<file path="src/btb_consts.svh">
`ifndef BTB_CONSTS_SVH
`define BTB_CONSTS_SVH

// ------------------------------------------------------------
// fetch block geometry
// ------------------------------------------------------------

// instructions per fetch block
`define FETCH_LANES         4
`define LOG_FETCH_LANES     2

// instruction-word pc
`define PC_WIDTH            38

// ------------------------------------------------------------
// btb geometry
// ------------------------------------------------------------

`define BTB_SETS            16
`define LOG_BTB_SETS        4
`define BTB_ASSOC           4
`define ASID_WIDTH          8
`define TAG_WIDTH           8

// info payload, low target bits or indirect index plus hint
`define TARGET_WIDTH        12
`define INDIRECT_HINT_WIDTH 4

`endif

</file>
<file path="src/corep.sv">
`default_nettype none

`include "btb_consts.svh"

package corep;

    // ------------------------------------------------------------
    // pc and fetch types
    // ------------------------------------------------------------

    typedef logic [`PC_WIDTH-1:0]                   PC38_t;
    typedef logic [`ASID_WIDTH-1:0]                 ASID_t;
    typedef logic [`PC_WIDTH-`LOG_FETCH_LANES-1:0]  fetch_idx_t;
    typedef logic [`LOG_FETCH_LANES-1:0]            fetch_lane_t;

    // ------------------------------------------------------------
    // btb types
    // ------------------------------------------------------------

    typedef logic [`LOG_BTB_SETS-1:0]       BTB_idx_t;
    typedef logic [`TAG_WIDTH-1:0]          BTB_tag_t;
    typedef logic [$clog2(`BTB_ASSOC)-1:0]  BTB_way_idx_t;
    typedef logic [`BTB_ASSOC-2:0]          BTB_plru_t;

    // none must stay zero, a zero action marks an empty entry
    typedef enum logic [2:0] {
        BTB_NONE           = 3'd0,
        BTB_COND_TAKEN     = 3'd1,
        BTB_COND_NOT_TAKEN = 3'd2,
        BTB_JUMP           = 3'd3,
        BTB_CALL           = 3'd4,
        BTB_INDIRECT       = 3'd5
    } BTB_action_t;

    typedef struct packed {
        logic [`INDIRECT_HINT_WIDTH-1:0]                hint;
        logic [`TARGET_WIDTH-`INDIRECT_HINT_WIDTH-1:0]  index;
    } BTB_indirect_t;

    // direct actions read target_lo, indirect reads the table index
    typedef union packed {
        logic [`TARGET_WIDTH-1:0]   target_lo;
        BTB_indirect_t              indirect;
    } BTB_payload_t;

    typedef struct packed {
        BTB_action_t    action;
        BTB_payload_t   payload;
    } BTB_info_t;

    typedef struct packed {
        BTB_info_t  info;
        BTB_tag_t   tag;
    } BTB_entry_t;

    typedef BTB_entry_t [`FETCH_LANES-1:0][`BTB_ASSOC-1:0] BTB_set_t;

    function automatic fetch_lane_t fetch_lane_bits(PC38_t pc38);
        return pc38[`LOG_FETCH_LANES-1:0];
    endfunction

endpackage

`default_nettype wire

</file>
<file path="src/fetch_redirect.sv">
`timescale 1ns/1ps
`default_nettype none

`include "btb_consts.svh"

module fetch_redirect (
    input  logic                                resp_valid,
    input  corep::PC38_t                        resp_pc38,
    input  corep::BTB_info_t [`FETCH_LANES-1:0] info_by_lane,
    input  logic [`FETCH_LANES-1:0]             hit_by_lane,

    output logic                                redirect_valid,
    output corep::PC38_t                        redirect_pc,

    output logic                                pred_valid,
    output corep::fetch_lane_t                  pred_lane,
    output corep::PC38_t                        pred_target
);

    import corep::*;

    function automatic logic is_taken(BTB_action_t action);
        case (action)
            BTB_COND_TAKEN, BTB_JUMP, BTB_CALL, BTB_INDIRECT: return 1'b1;
            default: return 1'b0;
        endcase
    endfunction

    fetch_lane_t    start_lane;
    logic           found;
    fetch_lane_t    found_lane;
    BTB_info_t      found_info;
    logic           found_indirect;

    // ------------------------------------------------------------
    // lane scan
    // ------------------------------------------------------------

    always_comb begin
        start_lane = fetch_lane_bits(resp_pc38);
        found      = 1'b0;
        found_lane = '0;
        found_info = info_by_lane[0];

        // downward walk leaves the lowest taken lane
        for (int lane = `FETCH_LANES-1; lane >= 0; lane--) begin
            if (hit_by_lane[lane] && lane >= start_lane &&
                is_taken(info_by_lane[lane].action)) begin
                found      = 1'b1;
                found_lane = fetch_lane_t'(lane);
                found_info = info_by_lane[lane];
            end
        end

        found_indirect = found_info.action == BTB_INDIRECT;

        // direct target replaces the low pc bits
        redirect_pc    = {resp_pc38[`PC_WIDTH-1:`TARGET_WIDTH], found_info.payload.target_lo};
        redirect_valid = resp_valid & found & ~found_indirect;

        pred_valid = resp_valid & found;
        pred_lane  = found_lane;
        if (found_indirect) begin
            pred_target = PC38_t'(found_info.payload.indirect.index);
        end
        else begin
            pred_target = redirect_pc;
        end
    end

endmodule

`default_nettype wire

</file>
<file path="config.mk">
export PLATFORM = sky130hd
export DESIGN_NAME = fetch_redirect
export DESIGN_NICKNAME = d
export VERILOG_FILES = /design/src/corep.sv /design/src/fetch_redirect.sv
export VERILOG_INCLUDE_DIRS = /design/src
export SDC_FILE = /design/constraint.sdc
export NUM_CORES = 1
export LEC_CHECK = 0
export BUFFER_PORTS_ARGS = -buffer_cell sky130_fd_sc_hd__buf_2
export CORE_AREA = 5 5 68 70
export DETAILED_ROUTE_END_ITERATION = 12
export DIE_AREA = 0 0 73 75
export GPL_ROUTABILITY_DRIVEN = 1
export PLACE_DENSITY = 0.84
export SYNTH_ARGS = -nofsm -noshare
export SYNTH_HDL_FRONTEND = slang
export SYNTH_SLANG_ARGS = --single-unit
</file>
<file path="constraint.sdc">
create_clock -name vclk -period 2.37
set_clock_uncertainty 0.1 [all_clocks]
set_input_delay 0.1185 -clock vclk [all_inputs]
set_output_delay 0.1185 -clock vclk [all_outputs]
set_load 0.01 [all_outputs]
</file>
==> flow_summary.ini <==
[clock_tree]
postCtsSetupBuffers = 0
ctsHoldBuffers = 0
post_cts_resized = 0

[setup_path]
cp-start-kind = input pin
cp-end-kind = output port
cp_max_fo = 13
crit_type = in -> out
crit_end = redirect_pc[2]
startpoint = resp_pc38[1]
worstPathRequired_ns = 2.15
arrival_ns = 1.91

[floorplan]
core_area_mm2 = 0.00391
start_util_pct = 29.7
ios = 183
die_x_um = 73
die-area_mm2 = 0.00548
dieHeight_um = 75
rows = 23

[routing]
drtAntennaViolNets = 0
first_pass_iters = 4
via_count = 1631
via_per_inst = 4.76
drc = 0
wl_per_cell_um = 14.2
wl_um = 4860
drt_iter0_markers = 35

[placed_design]
dp_cells = 343
dpl.hpwl_um = 4350
portBuffers = 173
gp_congestion = 0.765
dpl-instance-area_mm2 = 0.00181

[timing]
drv_slew = 0
rsz0062_at_grt = false
slew_headroom_pct = 58.6
fin_tns_setup_ns = 0
layout_min_cycle_time_ns = 2.13
setup_violations = 0
post-route-period-util_pct = 89.7
holdWs_ns = 0.331
fmax_mhz = 470
timing_hold_violations_final = 0
worst_pin_slew_ns = 0.621

[power]
vdd_drop_max_uv = 171
powerDensity_mw_per_mm2 = 283
swShare_pct = 52.3
seqPwrFrac_pct = 0
switching_power_w = 0.000268
intPower_w = 0.000245
p_leak_nw = 1.06
pwr-share-clk_pct = 0
pwr-share-comb_pct = 100.0

[global_routing]
grt_pass1_wl_um = 6920
grt_max_degree = 32
first_global_vias = 1497
grt_overflow = 0
grt_antenna_before_repair = 1
use_met3_pct = 2.27
track_usage_pct = 15.3
use_met1_pct = 16.9
grtUsageMet2_pct = 31.5
top_usage_layer = met2

[finish]
drive_gt1_share_pct = 70.0
nNetsFinal = 398
design_area_mm2 = 0.00181
nClkBuffers = 0
insertedDiodeCount = 0
regArea_um2 = 0
final_cell_count_no_fill = 343
flops_and_latches = 0
fin_util_pct = 46.4
synthToLayoutAreaGrowth_pct = 56.2

[run_status]
outcome = completed

[logic_synthesis]
synth_area_leaders = buf_4, nor2b_2, nor2_1, a221o_1, a22o_1
ys_types = 29
syn_area_mm2 = 0.00116
yosys_warnings = 0
synth_cells = 158
syn-num-nets = 261
ys_seq_area_share_pct = 0
yosysTopAreaCell = buf_4
syn_avg_cell_area_um2 = 7.35
yosysTopAreaCellShare_pct = 22.0

[worst_hold_path]
holdCritPathClass = in -> out

[run]
max-cap-violations = 0
==> final cells by class <==
type | count | area (um2)
Multi-Input combinational cell | 107 | 810
Timing Repair Buffer | 177 | 908
Inverter | 9 | 33.8
Fill cell | 411 | 2100
Tap cell | 50 | 62.6
==> power by group through the flow <==
stage	logic, W	clock network [W]	registers [W]
floorplan	0.000335	0	0
global placement	0.000510	0	0
detailed placement	0.000518	0	0
CTS	0.000521	0	0
global route	0.000560	0	0
finish	0.000513	0	0
==> metal layers <==
metal / up-vias / share of wire, %
met4: 2 / 0.80
met5: - / 0.27
met3: 6 / 10
li1: 799 / -
met1: 730 / 34
met2: 94 / 54
==> synth_stat cells (all sizes together), types with 2 or more instances <==
cell / number
a221o: 8
o211a: 2
nor2: 23
clkbuf: 2
a22o: 8
buf: 40
inv: 9
nand2: 3
o311ai: 5
o21a: 6
a22oi: 4
nor2b: 32
o211ai: 7
==> through the flow <==
stage,power (W),setup WS (ns)
2_1_floorplan,0.000335,0.709
3_3_place_gp,0.000510,0.301
3_5_place_dp,0.000518,0.274
4_1_cts,0.000521,0.273
5_1_grt,0.000560,0.150
6_report,0.000513,0.244
==> cell usage in the layout (no fill, tap or decap) <==
master / netlist / routed
o21a_1: 6 / 6
nand4b_1: 1 / 1
nand2_1: 3 / 3
o211a_1: 2 / 2
a221o_1: 8 / 8
buf_4: 34 / 3
o211ai_1: 5 / 5
nor2b_2: 20 / 20
and2_1: 1 / 1
nor2b_1: 11 / 11
a32oi_2: 1 / 1
nand3b_1: 1 / 1
o31ai_4: 1 / 1
buf_2: 2 / 173
nor2b_4: 1 / 1
a22oi_1: 4 / 4
o41a_1: 1 / 1
a22o_1: 8 / 8
inv_1: 8 / 8
a21boi_2: 1 / 1
inv_2: 1 / 1
nor3b_1: 1 / 1
nor2_1: 23 / 23
o21ai_1: 1 / 1
o211ai_2: 2 / 2
buf_12: 0 / 1
o311ai_2: 1 / 1
o311ai_0: 4 / 4
==> worst max-delay path, cell delays in order <==
cell	delay [ns]
buf_2	0.12
a21boi_2	0.27
o21a_1	0.31
buf_4	0.24
nor2_1	0.16
a221o_1	0.36
a22o_1	0.20
buf_2	0.14
==> kinds of logic (layout without fill, tap and decap cells) <==
family | after synthesis | count (layout) | share of synthesized area (%)
AOI/OAI and AO/OA | 45 | 45 | 36.5
buffers and inverters | 51 | 186 | 30.3
and+or+nand+nor | 62 | 62 | 33.2
==> worst min-delay path by stage <==
| stage | from | endpoint | slack (ns) | cells after the start |
|---|---|---|---|---|
| final | resp_pc38[22] | redirect_pc[22] | 0.33 | 2 |
| after global routing | resp_pc38[25] | redirect_pc[25] | 0.34 | 2 |
| after CTS | resp_pc38[22] | redirect_pc[22] | 0.33 | 2 |
| after detailed placement | resp_pc38[22] | redirect_pc[22] | 0.33 | 2 |
| after global placement | resp_pc38[25] | redirect_pc[25] | 0.33 | 2 |
| after floorplan | resp_pc38[12] | redirect_pc[12] | 0.23 | 1 |
Note: power is estimated with default switching activity, not from simulation.
