$ cat config.mk
export PLATFORM = sky130hd
export DESIGN_NAME = fetch_pc_gen
export DESIGN_NICKNAME = d
export VERILOG_FILES = /design/src/corep.sv /design/src/fetch_pc_gen.sv
export VERILOG_INCLUDE_DIRS = /design/src
export SDC_FILE = /design/constraint.sdc
export NUM_CORES = 1
export LEC_CHECK = 0
export BUFFER_PORTS_ARGS = -buffer_cell sky130_fd_sc_hd__buf_2
export CORE_MARGIN = 1
export CORE_UTILIZATION = 46
export CTS_CLUSTER_DIAMETER = 120
export DETAILED_ROUTE_END_ITERATION = 10
export PLACE_DENSITY_LB_ADDON = 0.15
export SYNTH_ARGS = -nofsm -noshare
export SYNTH_HDL_FRONTEND = slang
export SYNTH_SLANG_ARGS = --single-unit
$ cat constraint.sdc
create_clock -name CLK -period 3.7 [get_ports CLK]
set_input_delay 0.74 -clock CLK [delete_from_list [all_inputs] [get_ports CLK]]
set_output_delay 0.74 -clock CLK [all_outputs]
set_load 0.1 [all_outputs]
$ cat src/btb_consts.svh
`ifndef BTB_CONSTS_SVH
`define BTB_CONSTS_SVH

// ------------------------------------------------------------
// fetch block geometry
// ------------------------------------------------------------

// instructions per fetch block
`define FETCH_LANES         4
`define LOG_FETCH_LANES     2

// instruction-word pc
`define PC_WIDTH            38

// ------------------------------------------------------------
// btb geometry
// ------------------------------------------------------------

`define BTB_SETS            16
`define LOG_BTB_SETS        4
`define BTB_ASSOC           4
`define ASID_WIDTH          8
`define TAG_WIDTH           8

// info payload, low target bits or indirect index plus hint
`define TARGET_WIDTH        12
`define INDIRECT_HINT_WIDTH 4

`endif

$ cat src/corep.sv
`default_nettype none

`include "btb_consts.svh"

package corep;

    // ------------------------------------------------------------
    // pc and fetch types
    // ------------------------------------------------------------

    typedef logic [`PC_WIDTH-1:0]                   PC38_t;
    typedef logic [`ASID_WIDTH-1:0]                 ASID_t;
    typedef logic [`PC_WIDTH-`LOG_FETCH_LANES-1:0]  fetch_idx_t;
    typedef logic [`LOG_FETCH_LANES-1:0]            fetch_lane_t;

    // ------------------------------------------------------------
    // btb types
    // ------------------------------------------------------------

    typedef logic [`LOG_BTB_SETS-1:0]       BTB_idx_t;
    typedef logic [`TAG_WIDTH-1:0]          BTB_tag_t;
    typedef logic [$clog2(`BTB_ASSOC)-1:0]  BTB_way_idx_t;
    typedef logic [`BTB_ASSOC-2:0]          BTB_plru_t;

    // none must stay zero, a zero action marks an empty entry
    typedef enum logic [2:0] {
        BTB_NONE           = 3'd0,
        BTB_COND_TAKEN     = 3'd1,
        BTB_COND_NOT_TAKEN = 3'd2,
        BTB_JUMP           = 3'd3,
        BTB_CALL           = 3'd4,
        BTB_INDIRECT       = 3'd5
    } BTB_action_t;

    typedef struct packed {
        logic [`INDIRECT_HINT_WIDTH-1:0]                hint;
        logic [`TARGET_WIDTH-`INDIRECT_HINT_WIDTH-1:0]  index;
    } BTB_indirect_t;

    // direct actions read target_lo, indirect reads the table index
    typedef union packed {
        logic [`TARGET_WIDTH-1:0]   target_lo;
        BTB_indirect_t              indirect;
    } BTB_payload_t;

    typedef struct packed {
        BTB_action_t    action;
        BTB_payload_t   payload;
    } BTB_info_t;

    typedef struct packed {
        BTB_info_t  info;
        BTB_tag_t   tag;
    } BTB_entry_t;

    typedef BTB_entry_t [`FETCH_LANES-1:0][`BTB_ASSOC-1:0] BTB_set_t;

    function automatic fetch_lane_t fetch_lane_bits(PC38_t pc38);
        return pc38[`LOG_FETCH_LANES-1:0];
    endfunction

endpackage

`default_nettype wire

$ cat src/fetch_pc_gen.sv
`timescale 1ns/1ps
`default_nettype none

`include "btb_consts.svh"

module fetch_pc_gen (
    input  logic                CLK,
    input  logic                nRST,

    input  logic                fetch_en,
    input  logic                start_valid,
    input  corep::PC38_t        start_pc,

    input  logic                redirect_valid,
    input  corep::PC38_t        redirect_pc,

    output logic                read_req_valid,
    output corep::fetch_idx_t   read_req_fetch_index,

    output logic                resp_valid,
    output corep::PC38_t        resp_pc38
);

    import corep::*;

    // pc to request while no response is in flight
    PC38_t      pc_q;
    PC38_t      next_pc;
    fetch_idx_t seq_idx;
    logic       started;

    always_comb begin
        // aligned up to the following block
        seq_idx = resp_pc38[`PC_WIDTH-1:`LOG_FETCH_LANES] + 1'b1;

        if (start_valid) begin
            next_pc = start_pc;
        end
        else if (redirect_valid) begin
            next_pc = redirect_pc;
        end
        else if (resp_valid) begin
            next_pc = {seq_idx, {`LOG_FETCH_LANES{1'b0}}};
        end
        else begin
            next_pc = pc_q;
        end

        // the start cycle only loads the pc
        read_req_valid       = fetch_en & started & ~start_valid;
        read_req_fetch_index = next_pc[`PC_WIDTH-1:`LOG_FETCH_LANES];
    end

    always_ff @(posedge CLK or negedge nRST) begin
        if (~nRST) begin
            started    <= 1'b0;
            resp_valid <= 1'b0;
        end
        else begin
            started    <= started | start_valid;
            resp_valid <= read_req_valid;
        end
    end

    always_ff @(posedge CLK) begin
        if (start_valid | resp_valid) begin
            pc_q <= next_pc;
        end
        if (read_req_valid) begin
            resp_pc38 <= next_pc;
        end
    end

endmodule

`default_nettype wire

==> results of run 1 <==
==> cell usage in the layout (no fill, tap or decap), types with 10 or more instances in the layout <==
cell type    n
buf_2      127
edfxtp_1    76
nand4_1     13
or4_1       19
o21ai_0     22
nand3_1     29
o211ai_1    10
a22oi_1     16
buf_12      29
a21oi_1     17
nor2_1      13
nand2_1     37
buf_4       15
nor3_1      14
==> metal layers <==
metal / up-vias / wire, um / global-route usage (%)
li1: 2044 / - / -
met1: 2122 / 6075 / 34.85
met2: 224 / 6914 / 44.00
met3: 36 / 1067 / 4.887
met4: 0 / 413 / 12.04
met5: - / 0 / 0
==> stage by stage <==
step	utilization (%)	hold slack, ns	area, sq um	total power, mW	instances
global placement	59.13	0.4520	5886	2.039	707
CTS	61.12	0.1316	6085	2.704	723
floorplan	-	0.4367	4800	1.809	470
finish	61.51	0.1425	6123	2.701	723
global route	61.51	0.1295	6123	2.784	723
detailed placement	59.13	0.4563	5886	2.051	707
==> critical path: cells and delay by family, from the launching register on <==
kind            cells  cell delay (ns)
compound gates      1             0.33
simple gates        3             1.38
flops               1             0.48
buf+inv             1             0.22
==> cell type report <==
class	instances	area, sq um
multi-input cells	316	2063
clock buffers	10	127.6
clock inverters	6	71.32
inverters	9	33.78
repair buffers	171	1329
well taps	133	166.4
fillers	857	3831
flip-flops and latches	78	2332
==> flip-flops by register name, summed over array words and instances, names as in the netlist <==
name,cells
started,1
pc_q,38
resp_valid,1
resp_pc38,38
==> cell usage after synthesis, types with 10 or more instances <==
library cell / number / area, sq um
nor3_1: 14 / 70.07
clkbuf_1: 21 / 78.83
a22oi_1: 16 / 120.1
edfxtp_1: 76 / 2282
buf_4: 37 / 277.8
nor2_1: 15 / 56.30
nand4_1: 13 / 81.33
nand3_1: 29 / 145.1
a21oi_1: 17 / 85.08
o211ai_1: 10 / 75.07
o21ai_0: 22 / 110.1
or4_1: 19 / 142.6
nand2_1: 37 / 138.9
==> worst max path at each step <==
stage	to	depth (start not counted)	slack [ns]
floorplan	read_req_fetch_index[35]	6	0.17
global placement	read_req_fetch_index[22]	5	0.48
detailed placement	read_req_fetch_index[22]	5	0.46
CTS	read_req_fetch_index[30]	5	0.09
global route	read_req_fetch_index[23]	6	0.04
finish	read_req_fetch_index[30]	5	0.18
==> repair_timing <==
| item | CTS | global route |
|---|---|---|
| hold endpoints to repair | 0 | 0 |
| resized for setup | 0 | 6 |
| setup endpoints to repair | 0 | 7 |
==> logic make-up after synthesis <==
kind of cell / count (synthesis) / synth area share [%]
AOI/OAI and AO/OA: 119 / 17.68
xor gates and xnor gates: 7 / 1.279
adders and majority gates: 1 / 0.2611
buffers and inverters: 76 / 9.295
DFF: 78 / 48.67
muxes: 1 / 0.2089
and+or+nand+nor: 188 / 22.61
==> power by group through the flow <==
| stage | sequential, mW | clock, mW | combinational (mW) |
|---|---|---|---|
| after floorplan | 1.27 | 0 | 0.535 |
| after global placement | 1.12 | 0 | 0.915 |
| after detailed placement | 1.13 | 0 | 0.923 |
| after CTS | 1.11 | 0.671 | 0.925 |
| after global routing | 1.12 | 0.705 | 0.963 |
| final | 1.11 | 0.663 | 0.929 |
==> reports/qor.yml, run 1 <==
diodes: 0
max_cap_violations: 0
r2r_slack_ns: 1.29
pin_count: 157
timing.final.crit_share_pct: 95.22
firstDrtPassIters: 5
period_needed_ns: 3.523
drive_above_1_share_pct: 34.24
end_kind: "output port"
rsz0062_at_grt: "no"
nets: 667
finalWeightedCongestion: 0.8615
clkPwrFrac_pct: 24.5
grt_max_degree: 40
avgSynthCellArea_sq_um: 10.20
drv_slew: 0
dp_hpwl_um: 10240
combPwrFrac_pct: 34.4
startpoint_type: "register"
swShare_pct: 39.77
crit_type: "register to output port"
cts_setup_buffers: 0
worstPathMaxFanout: 20
rr_worst_depth: 4
grt-ovfl-total: 0
run_status: "complete, no violations"
skew_ns: 0.01303
critical-path-slowest-cell: "or4_1"
synthCells: 470
max-vdd-ir-drop_mv: 0.1966
maxSlewHeadroom_pct: 29.92
port_buffers: 156
yosysWarnings: 0
grt_pass1_vias: 4427
syn-num-nets: 552
coreArea_sq_um: 9955
die_area_sq_um: 10830
hp-class: "input pin to asynchronous set/reset pin"
clkSlewWorstSetupHoldPaths_ns: 0.09
ys_types: 63
vias: 4426
fmax_mhz: 283.8
synth_edf_count: 76
viasPerCell: 6.122
cts_sinks: 78
drt_iter0_drc: 273
cts_hold_buf: 0
wl_per_cell_um: 20.02
initial_core_util_pct: 48.14
grt_usage_pct: 26.92
pwr-share-seq_pct: 41.1
ant_nets: 0
synth_area_sq_um: 4792
cp-startpoint: "resp_pc38[4]$_DFFE_PP_"
timing.final.hold_violations: 0
p_leak_nw: 2.344
die_x_um: 104.1
cts_tree: "yes"
max_stage_delay_ns: 0.64
r2r-start: "resp_pc38[4]$_DFFE_PP_"
critPathArrivalTime_ns: 2.78
netSwitchingPower_mw: 1.074
fin_ws_ns: 0.1769
grt_pass1_wl_um: 22850
numCtsBuffers: 9
tightest_slew_ns: 1.051
setup_violations: 0
num_rows: 36
cp_data_required_time_ns: 2.96
cts_root_buffer: "clkbuf_8"
synthArstFlopShare_pct: 2.564
setup_tns_ns: 0
drcViolationCount: 0
cts_buffer_depth: 2
wl_um: 14470
ys_seq_elements: 78
die_h_um: 104.1
insertion_delay_ns: 0.36
htreeDepth: 3
pwr_density_cell_nw_per_um2: 441.1
timing.rr.end: "pc_q[32]$_DFFE_PP_"
seq_area_frac_synth_pct: 48.67
yosys_most_used_dff: "edfxtp_1"
path_cells: "and4_1 -> nand4_4 -> or4_1 -> a41oi_2 -> buf_12"
synthToLayoutAreaGrowth_pct: 27.78
antenna_found_initial: 0
dpl_worst_slack_ns: 0.4565
p_int_mw: 1.627
No activity file was read; power rests on OpenSTA's default activity.
==> inputs of run 2 (changes only) <==
--- a/config.mk
+++ b/config.mk
@@ -11,7 +11,7 @@
 export CORE_UTILIZATION = 46
 export CTS_CLUSTER_DIAMETER = 120
 export DETAILED_ROUTE_END_ITERATION = 10
-export PLACE_DENSITY_LB_ADDON = 0.15
+export PLACE_DENSITY = 0.85
 export SYNTH_ARGS = -nofsm -noshare
 export SYNTH_HDL_FRONTEND = slang
 export SYNTH_SLANG_ARGS = --single-unit
==> reports/qor.yml, run 2 (same netlist as run 1, synthesis figures left out) <==
drt_iter0_drc: 407  # +49%
rr_worst_depth: 4  # unchanged
pwr_density_cell_nw_per_um2: 440.3  # -0.18%
cts_root_buffer: "clkbuf_8"
setup_violations: 0  # unchanged
nets: 666  # -0.15%
cp_data_required_time_ns: 2.96  # about the same
skew_ns: 0.006088  # -0.006940 ns
initial_core_util_pct: 48.14  # unchanged
p_leak_nw: 2.345  # about the same
insertion_delay_ns: 0.36  # about the same
drcViolationCount: 0  # unchanged
tightest_slew_ns: 0.8634  # -0.1878 ns
wl_per_cell_um: 20.23  # +1.1%
final_common_cell: "buf_2"
firstDrtPassIters: 5  # unchanged
startpoint_type: "register"
grt_pass1_wl_um: 22940  # +0.36%
critPathArrivalTime_ns: 2.86  # +0.08 ns
r2r-start: "resp_pc38[8]$_DFFE_PP_"
coreArea_sq_um: 9955  # unchanged
rsz0062_at_grt: "no"
ant_nets: 0  # unchanged
power_mw: 2.691  # -0.37%
grt_max_degree: 55  # +38%
max-vdd-ir-drop_mv: 0.2837  # +44%
end_kind: "output port"
dp_hpwl_um: 10550  # +3.0%
die_h_um: 104.1  # unchanged
r2r_slack_ns: 1.20  # -0.09 ns
fmax_mhz: 277.9  # -2.1%
maxSlewHeadroom_pct: 41.91  # +12 points
cts_buffer_depth: 2  # unchanged
clkSlewWorstSetupHoldPaths_ns: 0.08  # about the same
die_x_um: 104.1  # unchanged
numCtsBuffers: 9  # unchanged
port_buffers: 156  # unchanged
mostFrequentLayoutCells: "126 x buf_2, 76 x edfxtp_1, 37 x nand2_1, 30 x buf_12, 29 x nand3_1"
timing.final.crit_share_pct: 97.25  # +2.0 points
wl_um: 14670  # +1.3%
timing.final.hold_violations: 0  # unchanged
cp-startpoint: "resp_pc38[14]$_DFFE_PP_"
cts_tree: "yes"
cts_sinks: 78  # unchanged
drv_slew: 0  # unchanged
drive_above_1_share_pct: 33.45  # -0.79 points
die_area_sq_um: 10830  # unchanged
postLayoutCoreUtil_pct: 61.40  # -0.11 points
run_status: "complete, no violations"
finalWeightedCongestion: 0.8869  # +2.9%
hp-class: "input pin to asynchronous set/reset pin"
period_needed_ns: 3.598  # +0.07518 ns
reg_top3: "pc_q: 38 flops, resp_pc38: 38 flops"
viasPerCell: 6.316  # +3.2%
num_rows: 36  # unchanged
grt-ovfl-total: 0  # unchanged
vias: 4579  # +3.5%
htreeDepth: 3  # unchanged
pin_count: 157  # unchanged
grt_usage_pct: 27.08  # +0.16 points
antenna_found_initial: 3  # +3
setup_tns_ns: 0  # unchanged
worstPathMaxFanout: 7  # -65%
synthToLayoutAreaGrowth_pct: 27.55
grt_pass1_vias: 4513  # +1.9%
crit_type: "register to output port"
timing.rr.end: "resp_pc38[30]$_DFFE_PP_"
max_cap_violations: 0  # unchanged
## run 2: per-stage QoR
stage               std cells  hold slack [ns]  instance area [sq um]  setup WS, ns
floorplan                 470           0.4367                   4800        0.1718
global placement          706           0.4564                   5893        0.4609
detailed placement        706           0.4606                   5893        0.4379
CTS                       722           0.1455                   6086       0.09886
global route              725           0.1490                   6112      0.008751
finish                    725           0.1544                   6112        0.1018
## run 2: cell type report
type / count / area [sq um]
fill: 814 / 3842
sequential: 78 / 2332
multi-input combinational: 316 / 2043
timing repair buffer: 170 / 1336
tap: 133 / 166.4
clock buffer: 12 / 145.1
clock inverter: 4 / 47.55
inverter: 9 / 33.78
antenna: 3 / 7.507
## run 2: power by group
group | switching, mW | internal, mW
Clock | 0.321 | 0.329
Sequential | 0.0528 | 1.06
Combinational | 0.678 | 0.252
Total | 1.05 | 1.64
## run 2: worst max path at each step
stage,slack [ns],cells after the start,endpoint
after floorplan,0.17,6,read_req_fetch_index[35]
after global placement,0.46,7,read_req_fetch_index[35]
after detailed placement,0.44,7,read_req_fetch_index[35]
after CTS,0.1,5,read_req_fetch_index[26]
after global routing,0.009,5,read_req_fetch_index[28]
final,0.10,5,read_req_fetch_index[19]
## run 2: repair_timing
item,CTS,global route
setup endpoints to repair,0,3
resized for setup,0,3
hold buffers,0,0
buffers inserted,0,0
## run 2: per-layer routing
layer / global-route usage, % / routed length (um) / vias to the layer above
li1: - / - / 2058
met1: 33.10 / 5640 / 2141
met2: 44.67 / 6990 / 324
met3: 6.203 / 1429 / 56
met4: 13.98 / 606 / 0
met5: 0 / 0 / -
## run 2: worst max-delay path: stages (launching register included)
cell and delay, ns:
edfxtp_1 0.48, nand4_1 0.29, nor4_1 0.79, and4b_1 0.32, or3_1 0.17, buf_2 0.45
==> inputs of run 3 (changes only) <==
--- a/config.mk
+++ b/config.mk
@@ -6,7 +6,7 @@
 export SDC_FILE = /design/constraint.sdc
 export NUM_CORES = 1
 export LEC_CHECK = 0
-export BUFFER_PORTS_ARGS = -buffer_cell sky130_fd_sc_hd__buf_2
+export BUFFER_PORTS_ARGS = -buffer_cell sky130_fd_sc_hd__clkbuf_2
 export CORE_MARGIN = 1
 export CORE_UTILIZATION = 46
 export CTS_CLUSTER_DIAMETER = 120
==> reports/qor.yml, run 3 (same netlist as run 1, synthesis figures left out) <==
mostFrequentLayoutCells: "122 x clkbuf_2, 76 x edfxtp_1, 37 x nand2_1, 33 x buf_12, 29 x nand3_1"
firstDrtPassIters: 5  # unchanged
combPwrFrac_pct: 35.1  # +0.5 points
rr_worst_depth: 4  # unchanged
drive_above_1_share_pct: 33.84  # +0.39 points
cts_sinks: 78  # unchanged
coreArea_sq_um: 9955  # unchanged
setup_violations: 0  # unchanged
wl_um: 14790  # +0.83%
grt_pass1_vias: 4377  # -3.0%
grt_pass1_wl_um: 22560  # -1.6%
period_needed_ns: 3.579  # -0.01879 ns
fillers: 840  # +3.2%
pwr_density_cell_nw_per_um2: 436.9  # -0.76%
tightest_slew_ns: 0.9132  # +0.04981 ns
diodes: 0  # -3
placedInstanceArea_sq_um: 5956  # +1.1%
startpoint_type: "register"
numCtsBuffers: 9  # unchanged
grt_max_degree: 64  # +16%
hp-class: "input pin to asynchronous set/reset pin"
cts_resized: 0  # unchanged
cp_data_required_time_ns: 2.96  # about the same
cts_root_buffer: "clkbuf_8"
fmax_mhz: 279.4  # +0.52%
cts_hold_buf: 0  # unchanged
max_cap_violations: 0  # unchanged
final_common_cell: "clkbuf_2"
die_x_um: 104.1  # unchanged
critPathArrivalTime_ns: 2.84  # -0.02 ns
dp_hpwl_um: 10470  # -0.70%
vias: 4625  # +1.0%
drcViolationCount: 0  # unchanged
cts_setup_buffers: 0  # unchanged
p_int_mw: 1.631  # -0.51%
cts_buffer_depth: 2  # unchanged
nets: 668  # +0.30%
drt_iter0_drc: 442  # +8.6%
ant_nets: 0  # unchanged
fin_hold_ws_ns: 0.1627  # +0.008365 ns
run_status: "complete, no violations"
synthToLayoutAreaGrowth_pct: 28.80
setup_tns_ns: 0  # unchanged
clkPwrFrac_pct: 23.8  # -0.3 points
viasPerCell: 6.388  # +1.1%
pin_count: 157  # unchanged
antenna_found_initial: 0  # -3
timing.final.hold_violations: 0  # unchanged
port_buffers: 156  # unchanged
crit_type: "register to output port"
timing.final.crit_share_pct: 96.74  # -0.51 points
wl_per_cell_um: 20.42  # +0.96%
finalWeightedCongestion: 0.9199  # +3.7%
netSwitchingPower_mw: 1.066  # +1.3%
htreeDepth: 3  # unchanged
worstPathMaxFanout: 9  # +2
grt-ovfl-total: 0  # unchanged
drv_slew: 0  # unchanged
maxSlewHeadroom_pct: 38.90  # -3.0 points
reg_top3: "pc_q: 38 flops, resp_pc38: 38 flops"
die_area_sq_um: 10830  # unchanged
initial_core_util_pct: 48.14  # unchanged
max-vdd-ir-drop_mv: 0.2024  # -29%
num_rows: 36  # unchanged
pwr-share-seq_pct: 41.2  # about the same
end_kind: "output port"
skew_ns: 0.01134  # +0.005256 ns
insertion_delay_ns: 0.35  # about the same
fin_area_sq_um: 6172  # +0.98%
swShare_pct: 39.51  # +0.44 points
die_h_um: 104.1  # unchanged
clkSlewWorstSetupHoldPaths_ns: 0.09  # about the same
cts_tree: "yes"
p_leak_nw: 2.390  # +2.0%
grt_usage_pct: 26.46  # -0.61 points
rsz0062_at_grt: "no"
==> run 3: cell types whose count changed in the layout (fill, tap and decap cells not counted), sizes merged <==
cell / delta
diode: -3
buf: -120
clkinvlp: +1
clkinv: +1
clkbuf: +120
==> run 3: path summary, 6_finish.rpt <==
check / to / slack [ns] / startpoint
max reg2reg: pc_q[29]$_DFFE_PP_ / 1.20 / resp_pc38[5]$_DFFE_PP_
max in group asynchronous: resp_valid$_DFF_PN0_ / 3.44 / nRST
min: started$_DFF_PN0_ / 0.16 / nRST
max: read_req_fetch_index[27] / 0.12 / resp_pc38[5]$_DFFE_PP_
min in group CLK: started$_DFF_PN0_ / 0.47 / started$_DFF_PN0_
min reg2reg: started$_DFF_PN0_ / 0.47 / started$_DFF_PN0_
==> run 3: routing by layer <==
layer | up-vias | global-route usage (%) | routed length (um)
li1 | 2049 | - | -
met1 | 2187 | 34.03 | 5807
met2 | 334 | 43.24 | 7137
met3 | 55 | 5.764 | 1385
met4 | 0 | 10.82 | 456
met5 | - | 0 | 0
==> run 3: critical path, cell delays in order, from the launching register on <==
cell and delay, ns:
edfxtp_1 0.49, and4_1 0.43, nand4_2 0.32, or4_1 0.56, a31oi_1 0.43, buf_12 0.24
==> run 3: final cells by class <==
class                      instances  area, sq um  area share [%]
inverter                           9        33.78          0.5473
multi-input combinational        316         2051           33.23
tap                              133        166.4           2.696
clock inverter                     6        62.56           1.014
sequential                        78         2332           37.79
clock buffer                      10        127.6           2.068
timing repair buffer             172         1399           22.66
==> run 3: power by group through the flow <==
stage	Combinational (mW)	Clock, mW	Sequential (mW)
2_1_floorplan	0.535	0	1.27
3_3_place_gp	0.927	0	1.12
3_5_place_dp	0.939	0	1.13
4_1_cts	0.941	0.647	1.11
5_1_grt	0.978	0.679	1.12
6_report	0.946	0.641	1.11
==> run 3: stage by stage <==
stage	utilization, %	instances	setup WS, ns	total power, mW
after floorplan	-	470	0.1718	1.809
after global placement	59.83	708	0.3658	2.051
after detailed placement	59.83	708	0.3382	2.066
after CTS	61.74	724	0.04875	2.696
after global routing	62.00	724	0.03674	2.773
final	62.00	724	0.1205	2.697
